==> src/lsu_pkg.sv <==
`default_nettype none

package lsu_pkg;

    localparam int TAG_W = 4;
    localparam int SB_DEPTH = 4;
    localparam int SB_PTR_W = 2;

    typedef logic [31:0] word_t;
    typedef logic [TAG_W-1:0] tag_t;
    typedef logic [3:0] strb_t;
    typedef logic [2:0] size_t;

    localparam size_t SIZE_BYTE = 3'd0;
    localparam size_t SIZE_HALF = 3'd1;
    localparam size_t SIZE_WORD = 3'd2;

    typedef enum logic [2:0] {
        LB,
        LBU,
        LH,
        LHU,
        LW,
        SB,
        SH,
        SW
    } mem_op_t;

    typedef enum logic [1:0] {
        EXC_NONE,
        EXC_ADEL,
        EXC_ADES
    } exc_t;

    // entry handed from the issue queue to load unit and store buffer
    typedef struct packed {
        mem_op_t op;
        word_t   addr;
        word_t   value;
        tag_t    tag;
    } mem_req_t;

    function automatic logic is_store(mem_op_t op);
        return op == SB || op == SH || op == SW;
    endfunction

    // halfwords need bit 0 clear, words both low bits
    function automatic logic misaligned(mem_op_t op, logic [1:0] low);
        case (op)
            LH, LHU, SH: return low[0];
            LW, SW: return low != 2'b00;
            default: return 1'b0;
        endcase
    endfunction

    function automatic size_t access_size(mem_op_t op);
        case (op)
            LB, LBU, SB: return SIZE_BYTE;
            LH, LHU, SH: return SIZE_HALF;
            default: return SIZE_WORD;
        endcase
    endfunction

endpackage

`default_nettype wire

==> src/dbus_if.sv <==
`timescale 1ns/10ps
`default_nettype none

// one data-cache request channel
interface dbus_if;

    logic            req;
    logic            wr;
    lsu_pkg::strb_t  wstrb;
    lsu_pkg::size_t  size;
    lsu_pkg::word_t  addr;
    lsu_pkg::word_t  wdata;
    logic            addr_ok;
    logic            data_ok;
    lsu_pkg::word_t  rdata;

    // request fields stay put from req until addr_ok
    modport requester (
        output req, wr, wstrb, size, addr, wdata,
        input  addr_ok, data_ok, rdata
    );

    modport arbiter (
        input  req, wr, wstrb, size, addr, wdata,
        output addr_ok, data_ok, rdata
    );

endinterface

`default_nettype wire

==> src/agu_issue_queue.sv <==
`timescale 1ns/10ps
`default_nettype none

module agu_issue_queue (
    input  wire logic             clk,
    input  wire logic             reset,
    input  wire logic             issue_valid,
    output logic                  issue_ready,
    input  wire lsu_pkg::mem_op_t issue_op,
    input  wire lsu_pkg::word_t   issue_base,
    input  wire logic [15:0]      issue_offset,
    input  wire lsu_pkg::word_t   issue_value,
    input  wire lsu_pkg::tag_t    issue_tag,
    output logic                  entry_valid,
    output lsu_pkg::mem_req_t     entry,
    input  wire logic             load_accept,
    input  wire logic             store_accept
);

    lsu_pkg::mem_req_t slot [2];
    logic [1:0] slot_valid;
    logic       head;
    logic       tail;
    logic       started;
    logic       push;
    logic       pop;

    // held off for the first cycle out of reset
    assign issue_ready = started && (slot_valid != 2'b11);

    assign entry_valid = slot_valid[head];
    assign entry       = slot[head];

    assign push = issue_valid && issue_ready;
    // only the consumer that owns this op may pop it
    assign pop  = entry_valid && (lsu_pkg::is_store(entry.op) ? store_accept : load_accept);

    always_ff @(posedge clk) begin
        if (reset) begin
            started    <= 1'b0;
            slot_valid <= 2'b00;
            head       <= 1'b0;
            tail       <= 1'b0;
        end else begin
            started <= 1'b1;
            // push and pop never hit the same slot
            if (pop) begin
                slot_valid[head] <= 1'b0;
                head             <= !head;
            end
            if (push) begin
                slot_valid[tail] <= 1'b1;
                tail             <= !tail;
            end
        end
    end

    // address is final once written
    always_ff @(posedge clk) begin
        if (push) begin
            slot[tail] <= '{
                op:    issue_op,
                addr:  issue_base + {{16{issue_offset[15]}}, issue_offset},
                value: issue_value,
                tag:   issue_tag
            };
        end
    end

endmodule

`default_nettype wire

==> src/dcache_arbiter.sv <==
`timescale 1ns/10ps
`default_nettype none

module dcache_arbiter (
    input  wire logic            clk,
    input  wire logic            reset,
    dbus_if.arbiter              load_bus,
    dbus_if.arbiter              store_bus,
    output logic                 dcache_req,
    output logic                 dcache_wr,
    output lsu_pkg::strb_t       dcache_wstrb,
    output lsu_pkg::size_t       dcache_size,
    output lsu_pkg::word_t       dcache_addr,
    output lsu_pkg::word_t       dcache_wdata,
    input  wire logic            dcache_addr_ok,
    input  wire logic            dcache_data_ok,
    input  wire lsu_pkg::word_t  dcache_rdata
);

    logic busy;
    logic owner_store;
    logic pick_store;

    // loads win while idle, owner sticks until data_ok
    assign pick_store = busy ? owner_store : !load_bus.req;

    assign dcache_req   = !busy && (load_bus.req || store_bus.req);
    assign dcache_wr    = pick_store ? store_bus.wr    : load_bus.wr;
    assign dcache_wstrb = pick_store ? store_bus.wstrb : load_bus.wstrb;
    assign dcache_size  = pick_store ? store_bus.size  : load_bus.size;
    assign dcache_addr  = pick_store ? store_bus.addr  : load_bus.addr;
    assign dcache_wdata = pick_store ? store_bus.wdata : load_bus.wdata;

    assign load_bus.addr_ok  = dcache_req && dcache_addr_ok && !pick_store;
    assign store_bus.addr_ok = dcache_req && dcache_addr_ok && pick_store;
    assign load_bus.data_ok  = busy && dcache_data_ok && !owner_store;
    assign store_bus.data_ok = busy && dcache_data_ok && owner_store;
    assign load_bus.rdata    = dcache_rdata;
    assign store_bus.rdata   = dcache_rdata;

    always_ff @(posedge clk) begin
        if (reset) begin
            busy        <= 1'b0;
            owner_store <= 1'b0;
        end else if (dcache_req && dcache_addr_ok) begin
            busy        <= 1'b1;
            owner_store <= pick_store;
        end else if (dcache_data_ok) begin
            busy <= 1'b0;
        end
    end

endmodule

`default_nettype wire

==> src/load_unit.sv <==
`timescale 1ns/10ps
`default_nettype none

module load_unit (
    input  wire logic              clk,
    input  wire logic              reset,
    input  wire logic              entry_valid,
    input  wire lsu_pkg::mem_req_t entry,
    output logic                   load_accept,
    output logic                   load_valid,
    input  wire logic              load_ready,
    output lsu_pkg::tag_t          load_tag,
    output lsu_pkg::word_t         load_result,
    output lsu_pkg::exc_t          load_exc,
    output lsu_pkg::word_t         load_badvaddr,
    dbus_if.requester              bus
);

    // request stage
    lsu_pkg::mem_req_t req_entry;
    logic              req_valid;
    logic              req_fault;
    logic              req_go;

    // response stage
    logic              resp_valid;
    logic              resp_done;
    logic              resp_free;
    logic              resp_take;
    lsu_pkg::mem_op_t  resp_op;
    lsu_pkg::word_t    resp_addr;
    lsu_pkg::word_t    resp_result;
    lsu_pkg::tag_t     resp_tag;
    lsu_pkg::exc_t     resp_exc;

    function automatic lsu_pkg::word_t extract(lsu_pkg::mem_op_t op, logic [1:0] low,
                                               lsu_pkg::word_t data);
        logic [7:0]  b;
        logic [15:0] h;
        b = data[{low, 3'b000} +: 8];
        h = low[1] ? data[31:16] : data[15:0];
        case (op)
            lsu_pkg::LB:  return {{24{b[7]}}, b};
            lsu_pkg::LBU: return {24'h0, b};
            lsu_pkg::LH:  return {{16{h[15]}}, h};
            lsu_pkg::LHU: return {16'h0, h};
            default:      return data;
        endcase
    endfunction

    assign req_fault = lsu_pkg::misaligned(req_entry.op, req_entry.addr[1:0]);
    assign resp_free = !resp_valid || (resp_done && load_ready);
    // a faulting load skips the cache
    assign req_go    = req_valid && resp_free && (req_fault || bus.addr_ok);
    assign resp_take = resp_valid && !resp_done && bus.data_ok;

    assign load_accept = entry_valid && !lsu_pkg::is_store(entry.op) && (!req_valid || req_go);

    // req only raised once the response stage can take it, so it never drops early
    assign bus.req   = req_valid && !req_fault && resp_free;
    assign bus.wr    = 1'b0;
    assign bus.wstrb = 4'h0;
    assign bus.size  = lsu_pkg::access_size(req_entry.op);
    assign bus.addr  = req_entry.addr;
    assign bus.wdata = 32'h0;

    always_ff @(posedge clk) begin
        if (reset) begin
            req_valid  <= 1'b0;
            resp_valid <= 1'b0;
            resp_done  <= 1'b0;
        end else begin
            if (load_accept) begin
                req_valid <= 1'b1;
            end else if (req_go) begin
                req_valid <= 1'b0;
            end

            if (req_go) begin
                resp_valid <= 1'b1;
                resp_done  <= req_fault;
            end else if (resp_take) begin
                resp_done <= 1'b1;
            end else if (load_valid && load_ready) begin
                resp_valid <= 1'b0;
            end
        end
    end

    always_ff @(posedge clk) begin
        if (load_accept) begin
            req_entry <= entry;
        end
        if (req_go) begin
            resp_op     <= req_entry.op;
            resp_addr   <= req_entry.addr;
            resp_tag    <= req_entry.tag;
            resp_exc    <= req_fault ? lsu_pkg::EXC_ADEL : lsu_pkg::EXC_NONE;
            resp_result <= 32'h0;
        end else if (resp_take) begin
            resp_result <= extract(resp_op, resp_addr[1:0], bus.rdata);
        end
    end

    assign load_valid    = resp_valid && resp_done;
    assign load_tag      = resp_tag;
    assign load_result   = resp_result;
    assign load_exc      = resp_exc;
    assign load_badvaddr = resp_addr;

endmodule

`default_nettype wire

==> src/lsu_top.sv <==
`timescale 1ns/10ps
`default_nettype none

module lsu_top (
    input  wire logic             clk,
    input  wire logic             reset,

    input  wire logic             issue_valid,
    output logic                  issue_ready,
    input  wire lsu_pkg::mem_op_t issue_op,
    input  wire lsu_pkg::word_t   issue_base,
    input  wire logic [15:0]      issue_offset,
    input  wire lsu_pkg::word_t   issue_value,
    input  wire lsu_pkg::tag_t    issue_tag,

    output logic                  load_valid,
    input  wire logic             load_ready,
    output lsu_pkg::tag_t         load_tag,
    output lsu_pkg::word_t        load_result,
    output lsu_pkg::exc_t         load_exc,
    output lsu_pkg::word_t        load_badvaddr,

    output logic                  store_valid,
    output lsu_pkg::tag_t         store_tag,
    output lsu_pkg::exc_t         store_exc,
    output lsu_pkg::word_t        store_badvaddr,
    input  wire logic             commit_store,

    output logic                  dcache_req,
    output logic                  dcache_wr,
    output lsu_pkg::strb_t        dcache_wstrb,
    output lsu_pkg::size_t        dcache_size,
    output lsu_pkg::word_t        dcache_addr,
    output lsu_pkg::word_t        dcache_wdata,
    input  wire logic             dcache_addr_ok,
    input  wire logic             dcache_data_ok,
    input  wire lsu_pkg::word_t   dcache_rdata
);

    logic              entry_valid;
    lsu_pkg::mem_req_t entry;
    logic              load_accept;
    logic              store_accept;

    dbus_if load_bus ();
    dbus_if store_bus ();

    agu_issue_queue agu_issue_queue_inst (
        .clk, .reset,
        .issue_valid, .issue_ready, .issue_op, .issue_base, .issue_offset,
        .issue_value, .issue_tag,
        .entry_valid, .entry, .load_accept, .store_accept
    );

    load_unit load_unit_inst (
        .clk, .reset,
        .entry_valid, .entry, .load_accept,
        .load_valid, .load_ready, .load_tag, .load_result, .load_exc, .load_badvaddr,
        .bus (load_bus)
    );

    store_buffer store_buffer_inst (
        .clk, .reset,
        .entry_valid, .entry, .store_accept,
        .store_valid, .store_tag, .store_exc, .store_badvaddr, .commit_store,
        .bus (store_bus)
    );

    dcache_arbiter dcache_arbiter_inst (
        .clk, .reset,
        .load_bus, .store_bus,
        .dcache_req, .dcache_wr, .dcache_wstrb, .dcache_size, .dcache_addr, .dcache_wdata,
        .dcache_addr_ok, .dcache_data_ok, .dcache_rdata
    );

endmodule

`default_nettype wire

==> src/store_buffer.sv <==
`timescale 1ns/10ps
`default_nettype none

module store_buffer (
    input  wire logic              clk,
    input  wire logic              reset,
    input  wire logic              entry_valid,
    input  wire lsu_pkg::mem_req_t entry,
    output logic                   store_accept,
    output logic                   store_valid,
    output lsu_pkg::tag_t          store_tag,
    output lsu_pkg::exc_t          store_exc,
    output lsu_pkg::word_t         store_badvaddr,
    input  wire logic              commit_store,
    dbus_if.requester              bus
);

    lsu_pkg::strb_t fifo_strb [lsu_pkg::SB_DEPTH];
    lsu_pkg::size_t fifo_size [lsu_pkg::SB_DEPTH];
    lsu_pkg::word_t fifo_addr [lsu_pkg::SB_DEPTH];
    lsu_pkg::word_t fifo_data [lsu_pkg::SB_DEPTH];

    logic [lsu_pkg::SB_PTR_W-1:0] head;
    logic [lsu_pkg::SB_PTR_W-1:0] tail;
    // entries held, and how many of those from the head are committed
    logic [lsu_pkg::SB_PTR_W:0]   count;
    logic [lsu_pkg::SB_PTR_W:0]   committed;

    logic           sent;
    logic           fault;
    logic           full;
    logic           push;
    logic           drain_done;
    logic           commit_take;
    lsu_pkg::strb_t new_strb;
    lsu_pkg::word_t new_data;

    // byte lanes and replicated data
    always_comb begin
        case (entry.op)
            lsu_pkg::SB: begin
                new_strb = 4'b0001 << entry.addr[1:0];
                new_data = {4{entry.value[7:0]}};
            end
            lsu_pkg::SH: begin
                new_strb = entry.addr[1] ? 4'b1100 : 4'b0011;
                new_data = {2{entry.value[15:0]}};
            end
            default: begin
                new_strb = 4'b1111;
                new_data = entry.value;
            end
        endcase
    end

    assign fault        = lsu_pkg::misaligned(entry.op, entry.addr[1:0]);
    assign full         = count == lsu_pkg::SB_DEPTH;
    assign store_accept = entry_valid && lsu_pkg::is_store(entry.op) && !full;
    assign push         = store_accept && !fault;
    assign drain_done   = sent && bus.data_ok;
    // a stray commit with nothing pending is dropped
    assign commit_take  = commit_store && (committed != count);

    always_ff @(posedge clk) begin
        if (reset) begin
            head        <= '0;
            tail        <= '0;
            count       <= '0;
            committed   <= '0;
            sent        <= 1'b0;
            store_valid <= 1'b0;
        end else begin
            store_valid <= store_accept;
            count     <= count + {{lsu_pkg::SB_PTR_W{1'b0}}, push}
                               - {{lsu_pkg::SB_PTR_W{1'b0}}, drain_done};
            committed <= committed + {{lsu_pkg::SB_PTR_W{1'b0}}, commit_take}
                                   - {{lsu_pkg::SB_PTR_W{1'b0}}, drain_done};
            if (push) begin
                tail <= tail + 1'b1;
            end
            if (drain_done) begin
                head <= head + 1'b1;
            end
            if (bus.req && bus.addr_ok) begin
                sent <= 1'b1;
            end else if (drain_done) begin
                sent <= 1'b0;
            end
        end
    end

    always_ff @(posedge clk) begin
        if (push) begin
            fifo_strb[tail] <= new_strb;
            fifo_size[tail] <= lsu_pkg::access_size(entry.op);
            fifo_addr[tail] <= entry.addr;
            fifo_data[tail] <= new_data;
        end
        if (store_accept) begin
            store_tag      <= entry.tag;
            store_exc      <= fault ? lsu_pkg::EXC_ADES : lsu_pkg::EXC_NONE;
            store_badvaddr <= entry.addr;
        end
    end

    // only a committed head goes out
    assign bus.req   = (committed != '0) && !sent;
    assign bus.wr    = 1'b1;
    assign bus.wstrb = fifo_strb[head];
    assign bus.size  = fifo_size[head];
    assign bus.addr  = fifo_addr[head];
    assign bus.wdata = fifo_data[head];

endmodule

`default_nettype wire

==> config.mk <==
export PLATFORM = sky130hd
export DESIGN_NAME = lsu_top
export DESIGN_NICKNAME = d
export VERILOG_FILES = /design/src/lsu_pkg.sv /design/src/dbus_if.sv /design/src/agu_issue_queue.sv /design/src/dcache_arbiter.sv /design/src/load_unit.sv /design/src/lsu_top.sv /design/src/store_buffer.sv
export SDC_FILE = /design/constraint.sdc
export NUM_CORES = 1
export LEC_CHECK = 0
export BUFFER_PORTS_ARGS = -buffer_cell sky130_fd_sc_hd__buf_2
export CAP_MARGIN = 20
export CORE_MARGIN = 3
export CORE_UTILIZATION = 25
export DETAILED_ROUTE_END_ITERATION = 8
export GPL_TIMING_DRIVEN = 0
export REMOVE_ABC_BUFFERS = 1
export SYNTH_ARGS = -nofsm -noshare
export SYNTH_HDL_FRONTEND = slang
export SYNTH_SLANG_ARGS = --single-unit
==> constraint.sdc <==
create_clock -name clk -period 4.8 [get_ports clk]
set_input_delay 0 -clock clk [delete_from_list [all_inputs] [get_ports clk]]
set_output_delay 0 -clock clk [all_outputs]
set_load 0.05 [all_outputs]
# Word-level counts from Yosys, hierarchy flattened
# Memories as Yosys holds them, arrays and structs flattened. A register that Yosys moved wholly into a read port is not among the register bits.
# Index checks and enable logic that the tools add are counted.
[totals] latch_bits=0 ram_bits=426 output_inout_bits=184 mem_count=5 regBits=172 in_bits=126 mem_bits_ro=0 wordCells=190
[classes] div_mod_pow=0 n_lt_le_gt_ge=4 n_mul=0 add_sub_neg=7 n_reduce_logical=68 shifts=2 bitwise=3 eq_ne=21 n_mux=54
[mem_list] memory="agu_issue_queue_inst.slot" words=2 width=71 read_ports=1 rd_clocked_by_memory_dff=1 wr=1 line_no="agu_issue_queue.sv:20" text="lsu_pkg::mem_req_t slot [2];"
[mem_list] memory="store_buffer_inst.fifo_addr" words=4 width=32 read_ports=1 rd_clocked_by_memory_dff=1 wr=1 line_no="store_buffer.sv:20" text="lsu_pkg::word_t fifo_addr [lsu_pkg::SB_DEPTH];"
[mem_list] memory="store_buffer_inst.fifo_data" words=4 width=32 read_ports=1 rd_clocked_by_memory_dff=1 wr=1 line_no="store_buffer.sv:21" text="lsu_pkg::word_t fifo_data [lsu_pkg::SB_DEPTH];"
[mem_list] memory="store_buffer_inst.fifo_strb" words=4 width=4 read_ports=1 rd_clocked_by_memory_dff=1 wr=1 line_no="store_buffer.sv:18" text="lsu_pkg::strb_t fifo_strb [lsu_pkg::SB_DEPTH];"
[mem_list] memory="store_buffer_inst.fifo_size" words=4 width=3 read_ports=1 rd_clocked_by_memory_dff=1 wr=1 line_no="store_buffer.sv:19" text="lsu_pkg::size_t fifo_size [lsu_pkg::SB_DEPTH];"
[ops] op="32-bit one-hot mux with 4 select lines" n=1
[ops] op="32-bit 2-to-1 mux" n=2
[ops] op="32-bit one-hot mux with 2 select lines" n=1
[ops] op="32-bit adder" n=1
[ops] op="32-bit by 6-bit indexed part select with 8-bit output" n=1
[ops] op="1-bit logical AND" n=30
[ops] op="3-bit == test (second input constant)" n=9
[ops] op="1-bit 2-to-1 mux" n=26
[ops] op="2-bit 2-to-1 mux" n=12
[ops] op="3-bit by 2-bit == test with 1-bit output (second input constant)" n=6
[ops] op="16-bit 2-to-1 mux" n=1
[ops] op="1-bit zero test" n=14
[ops] op="2-bit nonzero test" n=7
[ops] op="3-bit OR reduction" n=4
[ops] op="3-bit by 1-bit == test with 1-bit output (second input constant)" n=3
[ops] op="3-bit zero test" n=3
[ops] op="4-bit 2-to-1 mux" n=2
[ops] op="2-bit one-hot mux with 2 select lines" n=2
[ops] op="4-bit one-hot mux with 2 select lines" n=1
[ops] op="3-bit by 1-bit adder with 3-bit output" n=2
[ops] op="1-bit logical OR" n=6
[ops] op="3-bit 2-to-1 mux" n=2
[ops] op="3-bit by 1-bit subtractor with 3-bit output" n=2
[ops] op="2-bit by 1-bit adder with 2-bit output (second input constant)" n=2
[ops] op="14 further kinds" n=19

# Longest topological paths before layout
# Gate-level depths: netlist of run 1.
[depth] word_depth=20 mapped_depth=13 mapped_depth_nobuf=12

# Modules after synthesis
# Synthesis of run 1 repeated with hierarchy kept, for this count alone.
[unflattened] cells_unflattened=1646 hier_area_um2=26058.7
[modules_own_cells] mod="store_buffer" cells_per_inst=599 area_per_inst_um2=12562.0 seq_area_each_um2=9799.4 instances=1
[modules_own_cells] mod="agu_issue_queue" cells_per_inst=512 area_per_inst_um2=7128.1 seq_area_each_um2=4384.2 instances=1
[modules_own_cells] mod="load_unit" cells_per_inst=375 area_per_inst_um2=4820.9 seq_area_each_um2=3072.9 instances=1
[modules_own_cells] mod="dcache_arbiter" cells_per_inst=160 area_per_inst_um2=1547.7 seq_area_each_um2=40.0 instances=1

# Worst setup path after synthesis of run 1
# OpenSTA, ideal clock, no wires.
[synth_timing] path_type="flip-flop to flip-flop" start="register with a tool-made name" end="memory store_buffer_inst.fifo_addr[0][0] (netlist name), enable pin" period_less_slack_ns=5.189 required_ns=4.364 stages_incl_launch_ff=9 path_slack_ns=-0.389 setup_ns=0.436 arrival_ns=4.753 n_path_buf=1 cell_sequence="dfxtp_1 > buf_4 > mux2i_2 > inv_1 > o21ai_1 > a211oi_2 > inv_1 > nor2_4 > and2_1"
[synth_rtl] element="end, declared" line_no="store_buffer.sv:20"

==> summary.md, run 1 <==
| Metric | Value |
|---|---|
| Status | `finished, final reports clean` |
| Root buffer cell | `clkbuf_16` |
| Core ar. | `0.09544 mm2` |
| Clk_lat worst skew | `610 ps` |
| Ys Warns | `0` |
| Setup CP Type | `reg2reg` |
| Flop-to-flop setup slack | `~680 ps` |
| Syn Std Cell Area | `between 0.02 and 0.025 mm2` |
| N_diodes | `0` |
| Gpl congestion | `0.8739` |
| Gate Count Post-Synth | `1503` |
| Skew final | `between 15 and 20 ps` |
| Combinational power share | `about an eighth` |
| Met1 Use GR | `between 15 and 20%` |
| Max Root-Sink Buffers | `3` |
| Post-synth EDFFs | `538` |
| Antenna violations before repair | `1` |
| Final cell count without fillers | `between 3000 and 4000` |
| Largest net degree at the start of global routing | `52` |
| P&R area growth vs syn | `28.38%` |
| Top Usage Layer GRT | `met2` |
| HP Start | `issue_offset[1]` |
| Post-CTS Setup Bufs | `0` |
| Switching Share | `25.24%` |
| Clk sinks | `between 500 and 600` |
| P_sw | `roughly 3100 uW` |
| Setup Viol. Count Final | `0` |
| Antenna Violating Nets Remaining | `0` |
| Vias in the first global route | `around 15000` |
| Met2 Use GR | `between 20% and 30%` |
| Crit path cell chain | `mux2i_1, inv_1, o21ai_1, a211oi_4, inv_1, nor2_4, and2_4, buf_16` |
| Worst min-delay path category | `in2reg` |
| Int Power | `around 9000 uW` |
| Setup WS pre-CTS | `approximately 630 ps` |
| Placed instance count | `around 3000` |
| Worst path top cell family by delay | `buffers and inverters` |
| Sequential Power Share | `about half` |
| Total track usage | `12.38%` |
| Worst path slowest cell | `dfxtp_4` |
| Crit path buffers/inverters | `3` |
| Crit-path max FO | `48` |
| CTS tree | `yes` |
| Slew margin rel. | `33.45%` |
| Die width | `roughly 320 um` |
| CTS Buf Count | `69` |
| Drt pass-1 iters | `5` |
| MaxCap Viol Count | `0` |
| Io pins | `310` |
| CP most frequent cell | `inv_1` |
| Fraction of layout cells with a size suffix above 1 | `28.37%` |
| Distinct cells, synth | `75` |
| Worst slew pin tran | `slightly below 1000 ps` |
| CP Data Required Time | `~5000 ps` |
| Setup slack after layout | `between 600 and 700 ps` |
| GR Util met3 | `2.496%` |
| WL final | `approximately 63 mm` |
| Via count | `14840` |
| Fin crit share | `85.86%` |
| IO buf count | `about 310` |
| Lkg Pwr | `between 0.01 and 0.015 uW` |
| Starting Density | `25.33%` |
| Initial DRC count | `approximately 1100` |
| DRC Markers | `0` |
| Register area share after synthesis | `a little under three quarters` |
| Via density | `~4.5` |
| Worst setup EP type | `flip-flop` |
| Chip height | `317.0 um` |
| Post-Syn Area per Cell | `~16 um2` |
| Final Max Tran Viols | `0` |
| Pwr/cell area | `between 300 and 400 mW/mm2` |
| Die area | `approximately 0.1 mm2` |
| First-pass GRT wire length | `a little over 90 mm` |
| Row cnt | `roughly 110` |
| Critical path arrival | `approximately 4400 ps` |
| Worst Setup Start Kind | `flip-flop` |
| Fmax | `0.2426 GHz` |
| Cells resized by post-CTS repair | `0` |
| Hpwl dp | `43.48 mm` |
| Gr ovfl total | `0` |
| Top FF cell, synth | `edfxtp_1` |
| Layout fillers | `slightly above 9000` |
| Fin. Hold Viols | `0` |
| Unrepaired setup endpoints after global routing | `no` |
| Final Critical Period | `roughly 4100 ps` |
| Yosys reg bits | `approximately 600` |
| Hold WS | `roughly 71 ps` |
| Power share of the clock group | `between 30% and 40%` |
| Synth async-reset ratio | `0%` |
| Layout net count | `2136` |
| CTS clk-pin slew, worst paths | `60 ps` |
| CTS H-tree lvls | `3` |
| CP max stage delay | `780 ps` |
| Maximum VDD drop | `0.0002577 V` |
| Wirelength per Cell | `roughly 19 um` |
-- metrics by stage --
stage / utilization [%] / total power (uW) / setup TNS [ps] / area (um2)
after detailed placement: 28.96 / 7463 / 0 / 27640
after CTS: 32.50 / 12530 / 0 / 31010
final: 32.52 / 12360 / 0 / 31040
after global placement: 28.30 / 7405 / -3472380 / 27010
after floorplan: - / 6946 / -780670 / 23900
after global routing: 32.52 / 12850 / 0 / 31040
-- layout by cell type, fill, tap and decap left out, types with 10 or more instances in the layout --
master	n
o21ai_0	60
o22ai_1	10
xnor2_1	22
nand2_1	144
buf_16	15
mux2_2	34
dfxtp_1	54
and2_1	41
nand3_1	37
mux4_2	74
nor3_1	10
clkbuf_1	16
xor2_1	15
buf_2	307
dlygate4sd3_1	126
a211oi_1	10
inv_1	38
nor2b_1	16
nor2_1	55
edfxtp_1	538
ha_1	39
a21oi_1	78
clkinv_1	15
mux2i_1	46
clkbuf_16	70
a21o_1	11
-- area by class of cell --
cell class | instances | area [um2] | area share (%)
inverters | 42 | 162.7 | 0.5240
well taps | 1265 | 1583 | 5.099
clock inverters | 37 | 299.0 | 0.9634
clock buffers | 86 | 1812 | 5.837
flip-flops and latches | 595 | 17310 | 55.76
repair buffers | 459 | 3377 | 10.88
multi-input cells | 801 | 6499 | 20.94
-- worst paths after layout --
check | to | depth (start not counted)
setup / recovery | store_buffer_inst.fifo_addr[3][30] | 8
hold / removal | agu_issue_queue_inst.slot[1][37] | 4
setup reg to reg | store_buffer_inst.fifo_addr[3][30] | 8
hold reg to reg | load_unit_inst.load_tag[3] | 0
-- cells in the mapped netlist (all sizes together) (5+ instances only) --
master  instances  area [um2]
mux2           34       382.9
a21oi          82       425.4
nor2b          17       113.9
dfxtp          57        1141
a211oi         12       107.6
o21a            5       37.54
inv            41       153.9
ha             39       488.0
nor2           56       217.7
o22ai          10       62.56
mux2i          49       506.7
xor2           15       131.4
nand3          37       185.2
nand2         144       540.5
nor3           11       55.05
o31a            5       43.79
xnor2          22       192.7
and2           46       289.0
mux4           74        1667
buf            23       113.9
edfxtp        538       16160
a31oi           9       62.56
a21o           13       100.1
o21ai          62       310.3
clkbuf         43       163.9
-- sequential cells by signal, summed over array words and instances, names as in the netlist, 16 cells and up, named ones only --
signal,cells
load_unit_inst.bus.addr,32
load_unit_inst.load_result,32
load_unit_inst.load_badvaddr,32
store_buffer_inst.fifo_strb,16
store_buffer_inst.fifo_addr,128
store_buffer_inst.fifo_data,128
store_buffer_inst.store_badvaddr,32
agu_issue_queue_inst.slot,142
-- cells by family after synthesis --
family | Yosys count | synth area share [%]
xor+xnor | 37 | 1.340
mux | 157 | 10.57
fa+ha+maj | 42 | 2.267
simple gates | 337 | 6.619
other cells | 1 | 0.01551
buf+inv | 109 | 1.842
flops | 595 | 71.54
compound gates | 225 | 5.806
-- metal layers --
metal | routed length, um | vias up
met5 | 0 | -
met3 | 4125 | 86
met1 | 26430 | 7546
met4 | 1342 | 0
met2 | 31270 | 514
li1 | - | 6689
-- timing repair --
item	in CTS	in global routing
setup endpoints to repair	0	0
hold endpoints to repair	179	0
hold buffers	126	0
-- tightest hold or removal path: stages --
cell and delay [ps]:
buf_2 120, inv_1 70, fa_1 230, inv_1 80
-- power by group through the flow --
stage	registers, uW	clock network (uW)	logic (uW)
floorplan	6170	0	780
global placement	6100	0	1310
detailed placement	6070	0	1390
CTS	5960	5070	1500
global route	5970	5280	1600
finish	5960	4920	1480
Power figures use the tool's default switching activity.
==> inputs of run 2 (changes only) <==
Settings changed: CELL_PAD_IN_SITES_DETAIL_PLACEMENT from default to 1, CELL_PAD_IN_SITES_GLOBAL_PLACEMENT from default to 2, PLACE_DENSITY_LB_ADDON from default to 0.1.
==> summary.md, run 2 (synthesized netlist as in run 1, its figures left out) <==
| Metric | Value |
|---|---|
| Via count | `~14000` |
| Die width | `roughly 320 um` |
| Maximum VDD drop | `~0.00021 V` |
| Io pins | `310` |
| WL final | `slightly above 70 mm` |
| Clk_lat worst skew | `between 600 and 700 ps` |
| Total negative setup slack | `0 ps` |
| CTS H-tree lvls | `3` |
| Gpl congestion | `between 0.7 and 0.8` |
| DRC Markers | `0` |
| Final Critical Period | `4363 ps` |
| Max Root-Sink Buffers | `3` |
| Total track usage | `14.37%` |
| Worst min-delay path category | `in2reg` |
| Worst Setup Start Kind | `flip-flop` |
| Antenna Violating Nets Remaining | `0` |
| Commonest non-fill, non-tap cell in the layout | `edfxtp_1` |
| Skew final | `36.67 ps` |
| CTS Buf Count | `74` |
| Crit-path max FO | `between 40 and 50` |
| Pwr/cell area | `between 400 and 500 mW/mm2` |
| Hold WS | `25.52 ps` |
| Antenna violations before repair | `2` |
| CTS clk-pin slew, worst paths | `60 ps` |
| MaxCap Viol Count | `0` |
| Gr ovfl total | `0` |
| Layout net count | `~2100` |
| Die area | `0.1005 mm2` |
| Via density | `~4.4` |
| Lkg Pwr | `around 0.011 uW` |
| Clk sinks | `595` |
| IO buf count | `between 300 and 400` |
| Setup CP Type | `reg2reg` |
| Reg-to-reg critical path endpoint | `store_buffer_inst.fifo_data[1][1]` |
| Final Max Tran Viols | `0` |
| Hpwl dp | `between 40 and 50 mm` |
| Chip height | `around 320 um` |
| Worst slew pin tran | `~900 ps` |
| Largest registers | `agu_issue_queue_inst.slot: 142 flops, store_buffer_inst.fifo_addr: 128 flops, store_buffer_inst.fifo_data: 128 flops` |
| Flop-to-flop setup slack | `around 440 ps` |
| End point of the critical path | `store_buffer_inst.fifo_data[1][1]` |
| Biggest register | `agu_issue_queue_inst.slot` |
| Unrepaired setup endpoints after global routing | `no` |
| CP Data Required Time | `roughly 5100 ps` |
| Core ar. | `roughly 0.095 mm2` |
| Wirelength per Cell | `21.89 um` |
| Fin. Hold Viols | `0` |
| Fin crit share | `about nine tenths` |
| Placed instance count | `between 3000 and 4000` |
| CTS tree | `yes` |
| Status | `finished, final reports clean` |
| First-pass GRT wire length | `105.7 mm` |
| Slew margin rel. | `about two fifths` |
| Fraction of layout cells with a size suffix above 1 | `between 20 and 30%` |
| Drt pass-1 iters | `5` |
| Most frequent cells in the layout | `edfxtp_1 (538), buf_2 (306), nand2_1 (144)` |
| Critical path arrival | `~4700 ps` |
| Initial DRC count | `between 600 and 700` |
| Post-CTS Setup Bufs | `0` |
| Starting Density | `between 20% and 30%` |
| Final cell count without fillers | `roughly 3300` |
| Largest register FFs | `approximately 140` |
| Largest net degree at the start of global routing | `45` |
| Vias in the first global route | `between 15000 and 20000` |
| P&R area growth vs syn | `29.61%` |
| Root buffer cell | `clkbuf_16` |
| Worst r2r path cells | `9` |
| Fmax | `0.2292 GHz` |
| Worst setup EP type | `flip-flop` |
| Setup Viol. Count Final | `0` |
| Layout fillers | `~10000` |
| Row cnt | `roughly 110` |
run 2: worst min-delay path by stage:
stage | slack (ps) | cells after the start | endpoint | from
6_report | 30 | 4 | agu_issue_queue_inst.slot[1][37] | issue_offset[1]
5_1_grt | 60 | 2 | agu_issue_queue_inst.slot[0][0] | issue_tag[0]
4_1_cts | 10 | 4 | agu_issue_queue_inst.slot[1][67] | issue_base[30]
3_5_place_dp | 190 | 1 | agu_issue_queue_inst.slot[0][4] | issue_value[0]
3_3_place_gp | 190 | 1 | agu_issue_queue_inst.slot[1][7] | issue_value[3]
2_1_floorplan | 60 | 1 | agu_issue_queue_inst.started | reset
run 2: metrics by stage:
stage	setup WS [ps]	cell area [um2]	total power, uW	util [%]
CTS	49.57	31330	13180	32.83
global placement	-10160	27010	7478	28.30
floorplan	-2696	23900	6946	-
global route	77.38	31340	13490	32.83
finish	437.3	31340	12920	32.84
detailed placement	-111.3	27700	7519	29.03
run 2: power by group:
group | total [uW] | internal (uW) | switching (uW) | leakage [uW]
registers | 5960 | 5900 | 65.0 | 0.00534
logic | 1500 | 485 | 1020 | 0.00456
clock network | 5460 | 3250 | 2200 | 0.00115
total | 12900 | 9630 | 3290 | 0.0111
run 2: cell type report:
| class | count | area (um2) | area share (%) |
|---|---|---|---|
| sequential | 595 | 17310 | 55.23 |
| clock buffer | 96 | 1987 | 6.340 |
| clock inverter | 37 | 372.9 | 1.190 |
| antenna | 1 | 2.502 | 0.007985 |
| timing repair buffer | 462 | 3420 | 10.91 |
| multi-input combinational | 801 | 6502 | 20.75 |
| tap | 1265 | 1583 | 5.051 |
| inverter | 42 | 162.7 | 0.5190 |
run 2: per-layer routing:
layer	GRT usage (%)	part of all wire [%]	wire length, um	vias up
li1	-	-	-	6707
met2	25.61	51	36710	269
met5	0	0.0097	7	-
met1	17.58	43	30860	7360
met3	2.783	3.9	2849	106
met4	4.232	2.5	1781	2
run 2: critical path, cell delays in order (launching register included):
cell and delay (ps):
dfxtp_4 830, buf_16 340, mux2i_2 180, inv_2 250, o21ai_1 200, a211oi_4 670
inv_1 200, nor2_4 270, and2_4 750, buf_16 300
run 2: timing repair:
action | CTS | global route
pin swaps | 2 | 3
hold endpoints to repair | 175 | 0
endpoints found under the setup margin | 122 | 122
hold buffers | 127 | 0
resized for setup | 1 | 1
==> inputs of run 3 (changes only) <==
Settings changed: ABC_AREA from default to 1.
==> summary.md, run 3 <==
| Metric | Value |
|---|---|
| Clk sinks | `just under 600` |
| Via count | `~17000` |
| Fmax | `approximately 0.23 GHz` |
| Core ar. | `just under 0.1 mm2` |
| First-pass GRT wire length | `roughly 120 mm` |
| Antenna violations before repair | `5` |
| Slew margin rel. | `roughly 37%` |
| Gpl congestion | `around 0.81` |
| Reg-to-reg critical path endpoint | `store_buffer_inst.fifo_addr[3][21]` |
| CP max stage delay | `around 560 ps` |
| Pwr/cell area | `536.3 mW/mm2` |
| Top FF cell, synth | `edfxtp_1` |
| Die width | `about 320 um` |
| HP Start | `issue_base[30]` |
| Crit path buffers/inverters | `8` |
| Fraction of layout cells with a size suffix above 1 | `18.40%` |
| Fin crit share | `89.31%` |
| Largest registers | `agu_issue_queue_inst.slot: 142 flops, store_buffer_inst.fifo_addr: 128 flops, store_buffer_inst.fifo_data: 128 flops` |
| Row cnt | `~110` |
| Worst path slowest cell | `dfxtp_4` |
| Synth cell count leaders | `edfxtp_1 (538), nor2_1 (397), nand2_1 (327)` |
| Syn Std Cell Area | `roughly 0.025 mm2` |
| WL final | `between 80 and 90 mm` |
| Starting Density | `about a quarter` |
| Worst r2r path cells | `15` |
| Post-Syn Area per Cell | `11.64 um2` |
| Commonest non-fill, non-tap cell in the layout | `edfxtp_1` |
| Crit-path max FO | `between 50 and 60` |
| Worst path top cell family by delay | `buffers and inverters` |
| Worst Hold End | `agu_issue_queue_inst.slot[0][66]` |
| Placed instance count | `approximately 3600` |
| Layout net count | `about 2800` |
| CTS clk-pin slew, worst paths | `roughly 60 ps` |
| Seq. cell area | `0.01731 mm2` |
| Hold depth | `4` |
| Max Root-Sink Buffers | `3` |
| CTS H-tree lvls | `3` |
| Lkg Pwr | `0.01212 uW` |
| Initial DRC count | `between 800 and 900` |
| Status | `finished, final reports clean` |
| Largest net degree at the start of global routing | `~100` |
| Antenna Violating Nets Remaining | `0` |
| Register area share after synthesis | `69.90%` |
| Worst min-delay path category | `in2reg` |
| Final Max Tran Viols | `0` |
| Top cells by area, synth | `edfxtp_1 (65%), nor2_1 (6.0%), nand2_1 (5.0%)` |
| Fin. Hold Viols | `0` |
| Critical path arrival | `approximately 4600 ps` |
| Most frequent cells in the layout | `edfxtp_1 (538), nor2_1 (391), nand2_1 (326)` |
| Post-synth EDFFs | `~540` |
| IO buf count | `approximately 310` |
| DRC Markers | `0` |
| CTS tree | `yes` |
| Gate Count Post-Synth | `between 2000 and 2500` |
| Via density | `between 4 and 5` |
| Worst Setup Start Kind | `flip-flop` |
| Flop-to-flop setup slack | `between 500 and 600 ps` |
| Chip height | `320.6 um` |
| Unrepaired setup endpoints after global routing | `no` |
| Skew final | `around 19 ps` |
| Yosys top cell area share | `65.29%` |
| Vias in the first global route | `roughly 18000` |
| Maximum VDD drop | `around 0.00022 V` |
| Ys Warns | `0` |
| Layout fillers | `approximately 11000` |
| CP Data Required Time | `between 5000 and 6000 ps` |
| Io pins | `between 300 and 400` |
| Setup CP Type | `reg2reg` |
| Root buffer cell | `clkbuf_16` |
| Largest register FFs | `between 100 and 150` |
| Biggest register | `agu_issue_queue_inst.slot` |
| Setup Viol. Count Final | `0` |
| Top-count cell post-synth | `edfxtp_1` |
| MaxCap Viol Count | `0` |
| Wirelength per Cell | `20.87 um` |
| Final Critical Period | `around 4300 ps` |
| Yosys reg bits | `~600` |
| CTS Buf Count | `74` |
| Area of the multi-input gates | `roughly 0.0065 mm2` |
| P&R area growth vs syn | `28.73%` |
| Die area | `0.1028 mm2` |
| Crit path cell chain | `inv_4, buf_16, or2_1, o21ai_2, inv_2, nor2_1, nor2_1, inv_1, nor3_4, buf_16, nand3_2, nor2_4, buf_12, buf_16, buf_12` |
| Clk_lat worst skew | `between 600 and 700 ps` |
| Post-synth top area cell | `edfxtp_1` |
| Hpwl dp | `between 50 and 60 mm` |
| Hold WS | `27.43 ps` |
| Worst slew pin tran | `roughly 950 ps` |
| Drt pass-1 iters | `4` |
| Cells resized by post-CTS repair | `0` |
| CP most frequent cell | `buf_16` |
| Gr ovfl total | `0` |
| Worst setup EP type | `flip-flop` |
| Total track usage | `between 15 and 20%` |
| Distinct cells, synth | `57` |
| Final cell count without fillers | `between 3000 and 4000` |
| Synth async-reset ratio | `0%` |
-- run 3: cell types whose count changed after synthesis, moves of 22 or more --
cell | before | now
mux4_2 | 74 | 0
inv_1 | 40 | 147
nand2_1 | 144 | 327
clkbuf_1 | 41 | 65
mux2_2 | 34 | 0
mux2i_1 | 47 | 9
o21ai_0 | 60 | 208
and2_1 | 45 | 0
o21ai_1 | 2 | 24
nor2_1 | 55 | 397
a31oi_1 | 8 | 44
-- run 3: logic make-up after synthesis --
| group | Yosys count | synth area share, % |
|---|---|---|
| AO/OA/AOI/OAI | 427 | 10.02 |
| XOR/XNOR | 31 | 1.097 |
| adder cells (fa/ha/maj) | 42 | 2.215 |
| buffers and inverters | 250 | 4.141 |
| flip-flops | 595 | 69.90 |
| multiplexers | 9 | 0.3641 |
| other | 1 | 0.01516 |
| AND/OR/NAND/NOR | 770 | 12.24 |
-- run 3: final cells by class --
type,instances,area share (%)
flip-flops and latches,595,54.34
clock buffers,104,6.560
inverters,157,1.921
multi-input cells,1282,20.36
well taps,1276,5.012
clock inverters,30,0.5303
repair buffers,473,11.27
diodes,1,0.007856
-- run 3: worst min-delay path, cell delays in order --
cell and delay [ps]:
buf_2 120, ha_1 200, nand3_1 90, nand2_1 100
-- run 3: where the power goes --
group | leakage [uW] | total (uW) | switching (uW) | internal, uW
Combinational | 0.00566 | 4930 | 3810 | 1110
Clock | 0.00110 | 5270 | 2190 | 3080
Sequential | 0.00536 | 6880 | 284 | 6600
Total | 0.0121 | 17100 | 6290 | 10800
-- run 3: worst max path at each step --
stage | endpoint | cells after the start
4_1_cts | store_buffer_inst.fifo_addr[1][21] | 14
2_1_floorplan | store_buffer_inst.fifo_addr[0][0] | 10
5_1_grt | store_buffer_inst.fifo_addr[3][21] | 15
3_5_place_dp | store_buffer_inst.fifo_addr[1][21] | 14
6_report | store_buffer_inst.fifo_addr[3][21] | 15
3_3_place_gp | store_buffer_inst.fifo_addr[1][19] | 10
-- run 3: metrics by stage --
step           power [uW]  worst slack (ps)  TNS [ps]  utilization [%]  area (um2)
3_3_place_gp        11790            -10430  -4881840            28.18       27450
6_report            17080             513.2         0            32.70       31850
2_1_floorplan       10080             -2255   -697720                -       24330
5_1_grt             17980             127.2         0            32.69       31850
3_5_place_dp        11930             161.2         0            28.99       28240
4_1_cts             17420             134.2         0            32.65       31810
-- run 3: repair_timing --
action,in CTS,in global routing
hold endpoints to repair,189,0
hold buffers,131,0
setup buffers,0,2
setup endpoints to repair,0,18
-- run 3: per-layer routing --
metal	up-vias	GRT usage, %	routed length (um)
met5	-	0	42
met4	6	4.068	1396
met3	90	2.928	3418
met2	328	26.01	38110
met1	8695	21.47	38810
li1	8312	-	-
